==> src/source/ir_config.svh <==
// Sizes and Wishbone map for the IR board; the diagnostic base must stay aligned to 8 words
`ifndef IR_CONFIG_SVH
`define IR_CONFIG_SVH

// Full 512 word dispatch RAM, no even/odd halving
`define IR_DRAM_SIZE 512
`define IR_DRAM_ADDR_BITS 9

// Width of the adder output seen by the IR board
`define IR_AD_WIDTH 36

// Wishbone classic slave bus widths
`define IR_WB_ADR_WIDTH 10
`define IR_WB_DATA_WIDTH 16

// Words 0x000..0x1FF map the dispatch RAM, then control and diagnostics
`define IR_CTRL_ADR 10'h200
`define IR_DIAG_BASE 10'h208

`endif

==> src/source/ir_pkg.sv <==
// Field types for the IR board model; bit numbering follows KL10 big-endian order (bit 0 is MSB)
package ir_pkg;

  // Instruction field as latched into the IR
  // Bits 0..8 are the opcode and bits 9..12 the AC field
  typedef logic [0:12] instrT;

  // AC field on its own, keeps the IR bit numbers
  typedef logic [9:12] acT;

  // Dispatch A (operand fetch mode) and B (store mode / test select) fields
  typedef logic [0:2] fieldAbT;

  // Upper part of the dispatch J field
  // J bits 5 and 6 are always zero in the microcode so they are not stored
  typedef logic [1:4] jHighT;

  // Lower part of the dispatch J field, replaced by AC on a JRST
  typedef logic [7:10] jLowT;

  // One dispatch RAM word, 15 bits, A lands in the top bits of the packed word
  typedef struct packed {
    fieldAbT a;
    fieldAbT b;
    logic    par;
    jHighT   jHigh;
    jLowT    jLow;
  } dramEntryT;

  // Dispatch RAM address
  typedef logic [0:8] dradrT;

  // Normalize priority code, 0 means AD is all zero
  typedef logic [0:2] normT;

endpackage

==> src/source/instrRegister.sv <==
// IR and dispatch hold register; JRST and the AC gating use the IR value present when the hold loads
`timescale 1ns/10ps
`include "ir_config.svh"

module instrRegister (
  input  logic                                 CON,
  input  logic                                 rstN,
  input  logic                                 loadIr,
  input  logic                                 mbXfer,
  input  logic [0:`IR_AD_WIDTH-1]              ad,
  input  ir_pkg::instrT                        cacheData,
  input  logic [$bits(ir_pkg::dramEntryT)-1:0] ramData,
  input  logic                                 ramValid,
  input  logic                                 enIoJrst,
  input  logic                                 enAc,
  output ir_pkg::instrT                        ir,
  output ir_pkg::acT                           ac,
  output ir_pkg::fieldAbT                      dramA,
  output ir_pkg::fieldAbT                      dramB,
  output ir_pkg::jHighT                        jHigh,
  output ir_pkg::jLowT                         jLow,
  output logic                                 par,
  output logic                                 jrst0,
  output logic                                 acEq0,
  output logic                                 ioLegal,
  output logic                                 dramOddParity
);

  import ir_pkg::*;

  dramEntryT ramWord;
  dramEntryT holdQ;
  logic      jrst;
  logic      jrst0Q;

  assign ramWord = dramEntryT'(ramData);

  // Instruction comes from cache on a memory transfer, else from the adder
  always_ff @(posedge CON) begin
    if (!rstN) begin
      ir <= '0;
    end else if (loadIr) begin
      ir <= mbXfer ? cacheData : ad[0:12];
    end
  end

  // JRST is opcode 254, its AC field selects the flavour of jump
  assign jrst  = enIoJrst && (ir[0:8] == 9'o254);
  assign acEq0 = (ir[9:12] == 4'b0000);

  // Dispatch hold register
  // On a JRST the AC field replaces the low J bits, so each JRST variant
  // gets its own microcode entry, and J bit 4 is cleared to make room
  always_ff @(posedge CON) begin
    if (!rstN) begin
      holdQ  <= '0;
      jrst0Q <= 1'b0;
    end else if (ramValid) begin
      holdQ.a   <= ramWord.a;
      holdQ.b   <= ramWord.b;
      holdQ.par <= ramWord.par;
      if (jrst) begin
        holdQ.jHigh <= {ramWord.jHigh[1:3], 1'b0};
        holdQ.jLow  <= ir[9:12];
      end else begin
        holdQ.jHigh <= ramWord.jHigh;
        holdQ.jLow  <= ramWord.jLow;
      end
      // Plain JRST with AC zero gets its own flag for the CON board
      jrst0Q <= jrst && acEq0;
    end
  end

  assign dramA = holdQ.a;
  assign dramB = holdQ.b;
  assign par   = holdQ.par;
  assign jHigh = holdQ.jHigh;
  assign jLow  = holdQ.jLow;
  assign jrst0 = jrst0Q;

  // AC is forced to zero unless the control register lets it through
  assign ac = enAc ? ir[9:12] : 4'b0000;

  // I/O instructions are legal only with bits 3..6 all set
  assign ioLegal = &ir[3:6];

  // Parity covers the held word as it is presented, so a JRST rewrite shows here
  assign dramOddParity = ^holdQ;

endmodule

==> config.mk <==
export PLATFORM = sky130hd
export DESIGN_NAME = instrRegister
export DESIGN_NICKNAME = d
export VERILOG_FILES = /design/src/source/ir_pkg.sv /design/src/source/instrRegister.sv
export VERILOG_INCLUDE_DIRS = /design/src /design/src/source
export SDC_FILE = /design/constraint.sdc
export NUM_CORES = 1
export LEC_CHECK = 0
export BUFFER_PORTS_ARGS = -buffer_cell sky130_fd_sc_hd__buf_2
export CAP_MARGIN = 20
export CORE_MARGIN = 2
export CORE_UTILIZATION = 23
export CTS_BUF_LIST = sky130_fd_sc_hd__clkbuf_4
export DETAILED_ROUTE_END_ITERATION = 6
export PLACE_DENSITY = 0.47
export SYNTH_ARGS = -nofsm -noshare
export SYNTH_HDL_FRONTEND = slang
export SYNTH_SLANG_ARGS = --single-unit
==> constraint.sdc <==
create_clock -name CON -period 1.6 [get_ports CON]
set_input_delay 0.24 -clock CON [delete_from_list [all_inputs] [get_ports CON]]
set_output_delay 0.24 -clock CON [all_outputs]
set_load 0.02 [all_outputs]
**Word-level counts from Yosys, hierarchy flattened**

Index checks and enable logic that the tools add are counted.
W data, S select, Z words.

- Bits in registers: 29
- Bits of input ports: 71
- Output and inout port bits: 36
- Word-level logic and storage cells: 16

- Eq/ne operators: 1
- Muxes and demuxes: 3
- Reduce and logical (&&, ||, !) cells: 5

Operators by type and width:

| cell | count |
|---|---|
| $reduce_xor A15 Y1 | 1 |
| $mux W13 | 1 |
| $eq A9 B8 Y1 const B | 1 |
| $mux W5 | 1 |
| $logic_not A4 Y1 | 1 |
| $mux W4 | 1 |
| $reduce_and A4 Y1 | 1 |
| $logic_and A1 B1 Y1 | 2 |

**Depth between registers and ports, before layout**

Gate-level depths: netlist of run 1.

- Depth after elaboration: 3
- Mapped depth: 5
- Gate-level depth less buffers: 4

**Least setup slack after synthesis of run 1**

No wires, ideal clock.

- Path type: flip-flop to output port
- From: reg jHigh[1] (netlist name)
- To: out dramOddParity
- Arrival: 1.273 ns
- Required time: 1.360 ns
- Slack: 0.087 ns
- Cell stages (with the launch flop): 5
- Path buffers: 0
- Path through: dfxtp_1 > xor2_1 > xnor2_1 > xnor2_1 > xnor2_1

- Longest elaborated chain between the ends: 1

RTL lines:

| element | line | RTL |
|---|---|---|
| $reduce_xor A15 Y1 | instrRegister.sv:88 | `assign dramOddParity = ^holdQ;` |
| end, declared | instrRegister.sv:26 | `output logic dramOddParity` |

No other way between the ends.

**Final worst setup path of run 1**

- From: reg jLow[0] (netlist name)
- To: out dramOddParity

- Longest elaborated chain between the ends: 1

RTL lines:

| element | line |
|---|---|
| $reduce_xor A15 Y1 | instrRegister.sv:88 |

No other way between the ends.

==> results, run 1 <==
- sky130_fd_sc_hd__dfxtp_1 is the most common cell in the netlist.
- The cell type with the highest aggregate area in the netlist is sky130_fd_sc_hd__dfxtp_1.
- The wire length of the first global-routing pass is 5934 um.
- For this run, the top clock speed supported by timing is 582.0 MHz.
- The checks that failed: negative setup slack.
- The sequential cell area fraction in the yosys report is 40.63%.
- Summed over all cells, the static leakage comes to 0.001111 uW.
- The remaining routing DRC violations is 0.
- By area the synthesized netlist is led by sky130_fd_sc_hd__dfxtp_1, sky130_fd_sc_hd__mux2i_1, sky130_fd_sc_hd__o211a_1, sky130_fd_sc_hd__xnor2_1, sky130_fd_sc_hd__nor2b_1.
- The number of failing hold endpoints at the final stage is 0.
- The slack of the critical path is -118.2 ps.
- The clock sink count is 29.
- The final weighted congestion in routability-driven placement is 0.6638.
- The transition at the pin with the smallest max-transition slack is 479.6 ps.
- The die covers 6859 sq um.
- Of the cells placed in the final design, the portion with a size suffix greater than 1 is 49.34%.
- The site row count is 28.
- Of the total power, the clock network draws 24.1%.
- The final number of max-transition violations is 0.
- The initial detailed-routing violation count is 51.
- Dividing the final minimum period by the clock period gives 107.4%.
- The total length of routed wires is 3654 um.
- By count the netlist is led by sky130_fd_sc_hd__dfxtp_1, sky130_fd_sc_hd__mux2i_1, sky130_fd_sc_hd__nand2_1.
- The smallest clock period supported by the final layout is computed as 1718 ps.
- The port buffer count is 83.
- The most used flip-flop cell after synthesis is sky130_fd_sc_hd__dfxtp_1.
- The via count of the first global-routing pass is 1308.
- Of the total power, registers draw 48.2%.
- The clock passes through at most 2 buffers.
- Counting flops with a built-in enable in the synthesized netlist gives 0.
- The kind of end point of the critical path is a primary output.
- The initial antenna violation count is 0.
- TritonCTS built the clock tree.
- The max-capacitance violation count is 0.
- The worst hold path belongs to the class input pin to register.
- The maximum vdd drop is 0.4718 mV.
- Setup repair after global routing could not meet its margin everywhere.
- The worst slew margin relative to its limit is 68.03%.
- The clock root buffer is sky130_fd_sc_hd__clkbuf_4.
- The floorplan step defined a core boundary enclosing 5956 sq um.
- For this run, the number of Yosys warnings is 0.
- Setup violations remaining at the end of the flow were counted as 1.
- The switching share of power is 32.13%.
- The internal power component is 1157 uW.
- Synthesis instantiated 23 different standard cells from the library.
- The global routing usage summed across all routing layers is 10.50%.
- In the final routed layout, each cell accounts on average for 12.10 um.
- The sum of negative setup slack is -118.2 ps.
- From bottom edge to top edge, the die measures 82.82 um.
- The proportion of register bits with asynchronous set or reset after synthesis is 0%.
- The average cell area after synthesis is 9.992 sq um.
- The clock latency at the later pin of the worst-skew pair is 320 ps.
- The number of vias in the routed layout is 1281.
- Pin placement for this block handled 107 I/O pins.
- In this run the cell area of the synthesized design comes to 1429 sq um.
- The die is 82.82 um wide.
- The maximum number of pins on one net before global-route repair is 27.
- In this run the biggest area consumer among cell types represents 40.63% of the synthesized area.
- The portion of total power attributed to combinational logic is 27.8%.
- The flow ran to the end, but the final reports show violations.
- The final antenna-violating net count is 0.
- Dividing the detail-routed via count by the number of cells gives 4.242.
- The area growth from synthesis to layout is 40.72%.
- The net count after synthesis is 214.
- The required arrival time at the worst endpoint is 1360 ps.
- Counting flops and latches in the post-synthesis netlist gives 29.
- The startpoint type of the worst setup path is a register.
- The category of the most critical setup path is register to primary output.
- The number of nets at the end of the flow is 297.
- In this run the power spent charging and discharging nets is 547.7 uW.
- The completed layout was analyzed and its total power is 1705 uW.
- The remaining global-route overflow is 0.
- Once the floorplan was initialized, standard cells occupied 23.99% of the core.
- The synthesized instance count is 143.
- After clock tree synthesis, the clock-pin slew on the worst setup and hold paths is 100 ps.
- The number of clock buffers added by TritonCTS is 5.
- The H-tree was split into 2 levels.
- For this design the ratio of total power to cell area is 847.8 nW/um^2.
- The final HPWL from detailed placement is 2734 um.
- Across the routed clock network, the largest skew measured is 10.27 ps.
- The number of diodes added for antenna fixing is 0.
- Along the worst path, the maximum fanout reaches 3.
- The detailed-router iteration count before antenna repair is 4.
- At the worst endpoint, the arrival time is 1480 ps.
[worst max-delay path, stage by stage, from the launching register on]
cell and delay, ps:
sky130_fd_sc_hd__dfxtp_2 360, sky130_fd_sc_hd__xnor2_2 140, sky130_fd_sc_hd__xnor2_1 140, sky130_fd_sc_hd__xnor2_1 210, sky130_fd_sc_hd__xnor2_1 130, sky130_fd_sc_hd__buf_2 180
[sequential cells by signal, summed over array words and instances, names as in the netlist]
signal,count
dramA,3
jLow,4
ir,13
jrst0,1
dramB,3
jHigh,4
par,1
[cells in the final DEF, fill, tap and decap left out, types with 4 or more instances in the layout]
cell type	Yosys	final
sky130_fd_sc_hd__a21oi_1	4	4
sky130_fd_sc_hd__and2_1	6	6
sky130_fd_sc_hd__buf_2	6	83
sky130_fd_sc_hd__buf_4	1	4
sky130_fd_sc_hd__clkbuf_4	0	5
sky130_fd_sc_hd__dfxtp_1	29	17
sky130_fd_sc_hd__dfxtp_2	0	12
sky130_fd_sc_hd__mux2i_1	27	27
sky130_fd_sc_hd__nand2_1	14	14
sky130_fd_sc_hd__nor2b_1	10	10
sky130_fd_sc_hd__o211a_1	13	13
sky130_fd_sc_hd__o21ai_0	4	4
sky130_fd_sc_hd__xnor2_1	12	8
sky130_fd_sc_hd__xnor2_2	0	4
[metrics by stage]
step,hold slack (ps),instances,util (%),setup WS [ps],cell area (sq um)
after global placement,481.4,292,31.91,190.0,1901
after CTS,153.0,302,33.61,-142.1,2002
after global routing,175.3,302,33.76,-241.9,2011
after floorplan,409.5,143,-,87.03,1429
after detailed placement,483.6,292,31.91,197.9,1901
final,166.9,302,33.76,-118.2,2011
[area by class of cell]
cell class	instances	area, sq um
flip-flops and latches	29	595.6
multi-input cells	102	822.0
well taps	75	93.84
inverters	1	3.754
clock buffers	5	37.54
repair buffers	87	445.4
fillers	647	3945
clock inverters	3	12.51
[final timing paths]
| path | startpoint | end | slack [ps] | depth (start not counted) |
|---|---|---|---|---|
| max | jLow[0] | dramOddParity | -120 | 5 |
| max reg2reg | ir[4] | jLow[0] | 280 | 4 |
| min reg2reg | ir[11] | ir[11] | 500 | 1 |
| min | ramData[7] | jHigh[3] | 170 | 3 |
[kinds of logic (layout without fill, tap and decap cells)]
family	after synthesis	after routing	synth area share, %
compound gates	23	23	12.87
buf+inv	12	96	3.940
xor+xnor	14	14	8.582
flops	29	29	40.63
mux	27	27	18.91
simple gates	38	38	15.06
[metal layers]
metal,up-vias,wire (um),GRT usage [%]
li1,661,-,-
met1,546,1737,13.32
met2,69,1520,16.35
met3,5,368,4.274
met4,0,27,3.130
met5,-,0,0
[what timing repair did]
action	in CTS	in global routing
resized for setup	14	2
hold buffers	0	0
setup endpoints to repair	1	1
buffers inserted	2	0
pin swaps	12	2
[power groups by stage]
| stage | sequential (uW) | combinational (uW) | clock (uW) |
|---|---|---|---|
| floorplan | 882 | 253 | 0 |
| global placement | 832 | 465 | 0 |
| detailed placement | 832 | 467 | 0 |
| CTS | 821 | 479 | 442 |
| global route | 829 | 516 | 467 |
| finish | 821 | 474 | 410 |
No activity file was read; power rests on OpenSTA's default activity.
==> run 2: changes to the inputs <==
--- a/config.mk
+++ b/config.mk
@@ -7,12 +7,13 @@
 export NUM_CORES = 1
 export LEC_CHECK = 0
 export BUFFER_PORTS_ARGS = -buffer_cell sky130_fd_sc_hd__buf_2
-export CAP_MARGIN = 20
+export CAP_MARGIN = 5
 export CORE_MARGIN = 2
 export CORE_UTILIZATION = 23
-export CTS_BUF_LIST = sky130_fd_sc_hd__clkbuf_4
+export CTS_BUF_LIST = sky130_fd_sc_hd__clkbuf_8
 export DETAILED_ROUTE_END_ITERATION = 6
 export PLACE_DENSITY = 0.47
+export RECOVER_POWER = 50
 export SYNTH_ARGS = -nofsm -noshare
 export SYNTH_HDL_FRONTEND = slang
 export SYNTH_SLANG_ARGS = --single-unit
==> run 2 against run 1 <==
Net effect:
- hold slack improved by 55 ps
- total power increased by 14%
- via count about the same
- global-route usage decreased by 0.062 points
- the run still ends with negative setup slack left
- flip-flop and latch count unchanged
- sequential share of layout area decreased by 0.47 points
- non-clock buffer count unchanged
- wire length increased by 0.16%
- combinational power about the same
- register-to-register slack got worse by 20 ps
==> results, run 2 (synthesis results as in run 1) <==
- The global routing usage summed across all routing layers is 10.44% (-0.062 points).
- The routed length per instance is 12.12 um (+0.16%).
- The detailed-router iteration count before antenna repair was 4 (unchanged).
- The initial detailed-routing violation count was 54 (+5.9%).
- The final hold slack is 222.0 ps (+55.08 ps).
- The number of nets at the end of the flow is 297 (unchanged).
- The via count of the first global-routing pass is 1297 (-0.84%).
- The setup skew after layout is 3.796 ps (-6.471 ps).
- The remaining routing DRC violations is 0 (unchanged).
- In this run the clock root is driven by a sky130_fd_sc_hd__clkbuf_8.
- The number of hold-repair buffers added at the cts stage was 0 (unchanged).
- The remaining global-route overflow was 0 (unchanged).
- The port buffer count is 83 (unchanged).
- The max-capacitance violation count is 0 (unchanged).
- The worst slew margin relative to its limit came to 23.06% (-45 points).
- The most common cell type on the critical path is sky130_fd_sc_hd__xnor2_1.
- The initial antenna violation count came to 0 (unchanged).
- The largest registers in the layout are ir (13), jHigh (4), jLow (4).
- The I/O pin count is 107 (unchanged).
- The most common cell after layout, fill and taps aside is sky130_fd_sc_hd__buf_2.
- The slowest cell on the critical path is sky130_fd_sc_hd__dfxtp_2.
- The flip-flop count of the largest register after layout is 13 (unchanged).
- The total length of routed wires came to 3660 um (+0.16%).
- The y dimension of the die came to 82.82 um (unchanged).
- The placeable core region is 5956 sq um (unchanged).
- The final period utilization is 103.7% (-3.7 points).
- The category of the most critical setup path is register to primary output.
- Setup repair after global routing could not meet its margin everywhere.
- The startpoint type of the worst setup path is a register.
- The wire length of the first global-routing pass came to 5865 um (-1.2%).
- The run finished, with violations left.
- The number of diodes added for antenna fixing is 0 (unchanged).
- The kind of end point of the critical path is a primary output.
- The checks that failed: negative setup slack.
- The area of the die came to 6859 sq um (unchanged).
- The data arrival time of the critical path is 1420 ps (-60 ps).
- The final weighted congestion in routability-driven placement is 0.6638 (unchanged).
- The transition at the pin with the smallest max-transition slack is 1154 ps (+674.6 ps).
- The largest stage delay on the critical path came to 350 ps (about the same).
- The number of vias in the routed layout is 1282 (+0.078%).
- The fraction of layout instances using a drive strength above 1 is 46.70% (-2.6 points).
- The maximum number of pins on one net before global-route repair came to 27 (unchanged).
- The layout overhead on the synthesized area is 43.61%.
- The number of failing hold endpoints at the final stage is 0 (unchanged).
- The total power consumption of the routed design is 1947 uW (+14%).
- The floorplan die width was 82.82 um (unchanged).
- The path class of the lowest-slack min-delay path is input pin to register.
- The site row count is 28 (unchanged).
- The maximum vdd drop is 0.4972 mV (+5.4%).
- ir holds more flip-flops than any other register.
- The slack of the critical path came to -59.14 ps (+59.09 ps).
- The clock period minus final worst setup slack is 1659 ps (-59.09 ps).
- The number of vias per cell after detailed routing came to 4.245 (about the same).
- The cell area power density came to 948.9 nW/um^2 (+12%).
- The achievable frequency is 602.7 MHz (+3.6%).
- The clock sink count is 29 (unchanged).
- The final count of negative-setup-slack endpoints is 1 (unchanged).
- The final number of max-transition violations is 0 (unchanged).
- The number of buffers on the longest clock path was 2 (unchanged).
- The maximum net fanout on the critical path came to 3 (unchanged).
- The final HPWL from detailed placement is 2734 um (unchanged).
- The maximum level of the CTS H-tree is 2 (unchanged).
- Traced cell by cell, the critical path runs through xnor2_2, xnor2_1, xnor2_1, xnor2_1, buf_2.
- In the layout the commonest cells are sky130_fd_sc_hd__buf_2, sky130_fd_sc_hd__mux2i_1, sky130_fd_sc_hd__dfxtp_1, sky130_fd_sc_hd__nand2_1, sky130_fd_sc_hd__dfxtp_2.
- The TritonCTS clock tree is yes.
- The required arrival time at the worst endpoint was 1360 ps (about the same).
- The leakage power figure is 0.001099 uW (-1.0%).
- The final antenna-violating net count came to 0 (unchanged).
- The post-CTS clock slew at the launch and capture registers of the worst setup and hold paths is 60 ps (-40 ps).
- The clock latency at the later pin of the worst-skew pair is 270 ps (-50 ps).
- The initial cell density of the core is 23.99% (unchanged).
- The CTS buffer count is 5 (unchanged).
run 2: routing by layer:
layer  global-route usage, %  vias to the layer above  wire length, um
met3                   4.274                        5              368
li1                        -                      661                -
met1                   13.38                      547             1761
met4                   3.130                        0               26
met2                   16.06                       69             1503
met5                       0                        -                0
run 2: worst max-delay path: cells and delay by family (launching register included):
family	cells	cell delay (ps)
xor gates and xnor gates	4	620
buffers and inverters	1	180
DFF	1	350
run 2: final timing paths:
kind         startpoint             to  slack (ps)  cells past startpoint
max             jLow[0]  dramOddParity         -60                      5
min          ramData[7]       jHigh[3]         220                      3
max reg2reg       ir[4]        jLow[0]         260                      4
min reg2reg      ir[11]         ir[11]         500                      1
run 2: final cells by class:
| class | count | area [sq um] |
|---|---|---|
| fillers | 637 | 3904 |
| multi-input cells | 102 | 822.0 |
| clock buffers | 7 | 96.34 |
| repair buffers | 87 | 432.9 |
| well taps | 75 | 93.84 |
| inverters | 1 | 3.754 |
| flip-flops and latches | 29 | 598.1 |
| clock inverters | 1 | 5.005 |
run 2: power breakdown:
group          total [uW]  internal (uW)  leakage, uW  switching (uW)
Combinational         471            222     0.000800             249
Clock                 653            388    0.0000542             265
Sequential            823            775     0.000245            48.1
Total                1950           1390      0.00110             562
run 2: repair_timing:
| item | CTS | global route |
|---|---|---|
| gates resized for setup | 15 | 3 |
| setup endpoints to repair | 1 | 1 |
| setup buffers | 2 | 0 |
| pin swaps | 13 | 2 |
run 2: metrics by stage:
step | setup TNS [ps] | util, % | worst slack, ps | instances | area, sq um
after floorplan | 0 | - | 87.03 | 143 | 1429
after global placement | 0 | 31.91 | 190.0 | 292 | 1901
after detailed placement | 0 | 31.91 | 197.9 | 292 | 1901
after CTS | -79.28 | 34.50 | -79.28 | 302 | 2054
after global routing | -172.8 | 34.45 | -172.8 | 302 | 2052
final | -59.14 | 34.45 | -59.14 | 302 | 2052
==> run 3: changes to the inputs <==
--- a/config.mk
+++ b/config.mk
@@ -12,8 +12,11 @@
 export CORE_UTILIZATION = 23
 export CTS_BUF_LIST = sky130_fd_sc_hd__clkbuf_8
 export DETAILED_ROUTE_END_ITERATION = 6
+export HOLD_SLACK_MARGIN = 0.03
 export PLACE_DENSITY = 0.47
 export RECOVER_POWER = 50
+export SETUP_SLACK_MARGIN = 0.05
+export SKIP_CTS_REPAIR_TIMING = 1
 export SYNTH_ARGS = -nofsm -noshare
 export SYNTH_HDL_FRONTEND = slang
 export SYNTH_SLANG_ARGS = --single-unit
==> run 3 against run 2 <==
Net effect:
- the flow still finishes with violations (negative setup slack)
- non-clock buffer count is 2 lower
- critical path type unchanged
- cell area is 0.98% lower
- setup slack worse by 21 ps
- via count fell by 1.0%
- fmax is 1.3% lower
==> results, run 3 (synthesis results as in run 1) <==
- The required arrival time at the worst endpoint came to 1360 ps (about the same).
- The floorplan die width was 82.82 um (unchanged).
- The met3 layer usage reported by global route is 4.374% (+0.099 points).
- In this run the clock root is driven by a sky130_fd_sc_hd__clkbuf_8.
- The startpoint type of the worst setup path is a register.
- STA classifies the critical path endpoint as a primary output.
- The layout overhead on the synthesized area is 42.21%.
- The number of vias per cell after detailed routing is 4.230 (-0.35%).
- The library cells used most frequently in the layout, excluding fill and tap cells, are sky130_fd_sc_hd__buf_2, sky130_fd_sc_hd__mux2i_1, sky130_fd_sc_hd__dfxtp_1, sky130_fd_sc_hd__nand2_1, sky130_fd_sc_hd__o211a_1.
- The area of the die was 6859 sq um (unchanged).
- The worst path buffer plus inverter count is 1 (unchanged).
- The detailed-router iteration count before antenna repair is 4 (unchanged).
- The number of failing hold endpoints at the final stage is 0 (unchanged).
- The clock latency at the later pin of the worst-skew pair is 270 ps (about the same).
- The slowest cell on the critical path is sky130_fd_sc_hd__dfxtp_1.
- The checks that failed: negative setup slack.
- The via count of the first global-routing pass is 1271 (-2.0%).
- The post-CTS clock slew at the launch and capture registers of the worst setup and hold paths is 60 ps (about the same).
- The data arrival time of the critical path came to 1440 ps (+20 ps).
- The end-of-flow core utilization is 34.12% (-0.34 points).
- The final weighted congestion in routability-driven placement is 0.6638 (unchanged).
- The met2 capacity usage during global routing was 15.47% (-0.59 points).
- The port buffer count is 83 (unchanged).
- The routed length per instance is 12.11 um (about the same).
- The largest stage delay on the critical path is 360 ps (about the same).
- Setup repair after global routing could not meet its margin everywhere.
- The final number of max-transition violations is 0 (unchanged).
- The cell area power density was 956.1 nW/um^2 (+0.76%).
- The initial antenna violation count is 0 (unchanged).
- The sum of negative setup slack came to -80.23 ps (-21.10 ps).
- The number of nets at the end of the flow came to 295 (-0.67%).
- The portion of total power attributed to combinational logic came to 24.1% (about the same).
- The final count of negative-setup-slack endpoints was 1 (unchanged).
- In this design, the critical path's most frequently occurring cell is sky130_fd_sc_hd__xnor2_1.
- The CTS buffer count is 5 (unchanged).
- The worst slew margin relative to its limit was 22.89% (-0.17 points).
- The number of vias in the routed layout is 1269 (-1.0%).
- The total length of routed wires is 3634 um (-0.71%).
- The fraction of layout instances using a drive strength above 1 is 46.67% (about the same).
- The maximum net fanout on the critical path was 3 (unchanged).
- The clock sink count was 29 (unchanged).
- The global routing stage identified its most utilized layer as met2.
- The setup skew after layout is 4.422 ps (+0.6257 ps).
- The met1 track demand over resource is 13.67% (+0.29 points).
- Among cell families on the critical path, the largest total delay comes from XOR/XNOR gates.
- The final period utilization is 105.0% (+1.3 points).
- The count of fill cells added during filler insertion is 640 (+0.47%).
- The switching share of power was 28.88% (+0.042 points).
- The global routing usage summed across all routing layers came to 10.39% (-0.046 points).
- The maximum vdd drop is 0.4705 mV (-5.4%).
- The path class of the tightest hold or removal check is input pin to register.
- The setup slack after placement is 197.9 ps (unchanged).
- The total net switching power was 561.1 uW (about the same).
- The final hold slack came to 220.8 ps (-1.129 ps).
- The category of the most critical setup path is register to primary output.
- The final HPWL from detailed placement is 2734 um (unchanged).
- The leakage power figure is 0.001115 uW (+1.4%).
- The achievable frequency is 595.2 MHz (-1.3%).
- The slack of the critical path is -80.23 ps (-21.10 ps).
- The sequential group share of total power is 42.2% (about the same).
- The transition at the pin with the smallest max-transition slack is 1157 ps (+2.567 ps).
- The reg-to-reg setup timing slack is 260 ps (about the same).
- The placeable core region is 5956 sq um (unchanged).
- The total cell area at the placement stage is 1901 sq um (unchanged).
- The internal power component is 1382 uW (-0.28%).
- The post-route cell area is 2032 sq um (-0.98%).
- The most common cell after layout, fill and taps aside is sky130_fd_sc_hd__buf_2.
- The most flop-heavy register is ir.
- The max-capacitance violation count came to 0 (unchanged).
- The initial cell density of the core is 23.99% (unchanged).
- The remaining global-route overflow was 0 (unchanged).
- The clock period minus final worst setup slack is 1680 ps (+21.10 ps).
- The run finished, with violations left.
- The I/O pin count is 107 (unchanged).
- The number of buffers on the longest clock path is 2 (unchanged).
- The remaining routing DRC violations is 0 (unchanged).
- The maximum level of the CTS H-tree was 2 (unchanged).
- The flip-flop count of the largest register after layout is 13 (unchanged).
- Walking the worst path, the cells encountered are xor2_1, xnor2_1, xnor2_1, xnor2_1, buf_2.
- TritonCTS built the clock tree.
- The final antenna-violating net count was 0 (unchanged).
- The initial detailed-routing violation count is 52 (-3.7%).
- The clock network fraction of design power is 33.7% (+0.2 points).
- The number of diodes added for antenna fixing came to 0 (unchanged).
- The wire length of the first global-routing pass is 5844 um (-0.36%).
- The site row count came to 28 (unchanged).
- The maximum number of pins on one net before global-route repair is 27 (unchanged).
- The y dimension of the die came to 82.82 um (unchanged).
- The largest registers in the layout are ir (13), jHigh (4), jLow (4).
run 3: metrics by stage:
stage	instances	power [uW]
5_1_grt	300	2056
3_5_place_dp	292	1298
6_report	300	1943
4_1_cts	300	1967
2_1_floorplan	143	1135
3_3_place_gp	292	1297
run 3: final timing paths:
path	start	to	depth (start not counted)
min reg2reg	ir[11]	ir[11]	1
max reg2reg	ir[4]	jLow[0]	4
max	dramB[1]	dramOddParity	5
min	ramData[7]	jHigh[3]	3
run 3: power by group through the flow:
stage          clock network, uW  logic, uW  registers (uW)
2_1_floorplan                  0        253             882
3_3_place_gp                   0        465             832
3_5_place_dp                   0        467             832
4_1_cts                      683        468             816
5_1_grt                      719        509             828
6_report                     654        468             821
run 3: layout make-up:
cell class / instances / area, sq um / area share, %
Multi-Input combinational cell: 102 / 814.5 / 40.09
Sequential cell: 29 / 590.6 / 29.06
Timing Repair Buffer: 85 / 427.9 / 21.06
Clock buffer: 7 / 96.34 / 4.741
Tap cell: 75 / 93.84 / 4.618
Clock inverter: 1 / 5.005 / 0.2463
Inverter: 1 / 3.754 / 0.1847
run 3: worst min-delay path: cells and delay by family:
family                 cells  cell delay [ps]
buffers and inverters      1               80
AND/OR/NAND/NOR            1               90
multiplexers               1               50
run 3: routing by layer:
layer	vias to the layer above	wire, um
met5	-	0
met4	0	26
met3	5	379
met2	69	1466
met1	537	1762
li1	658	-
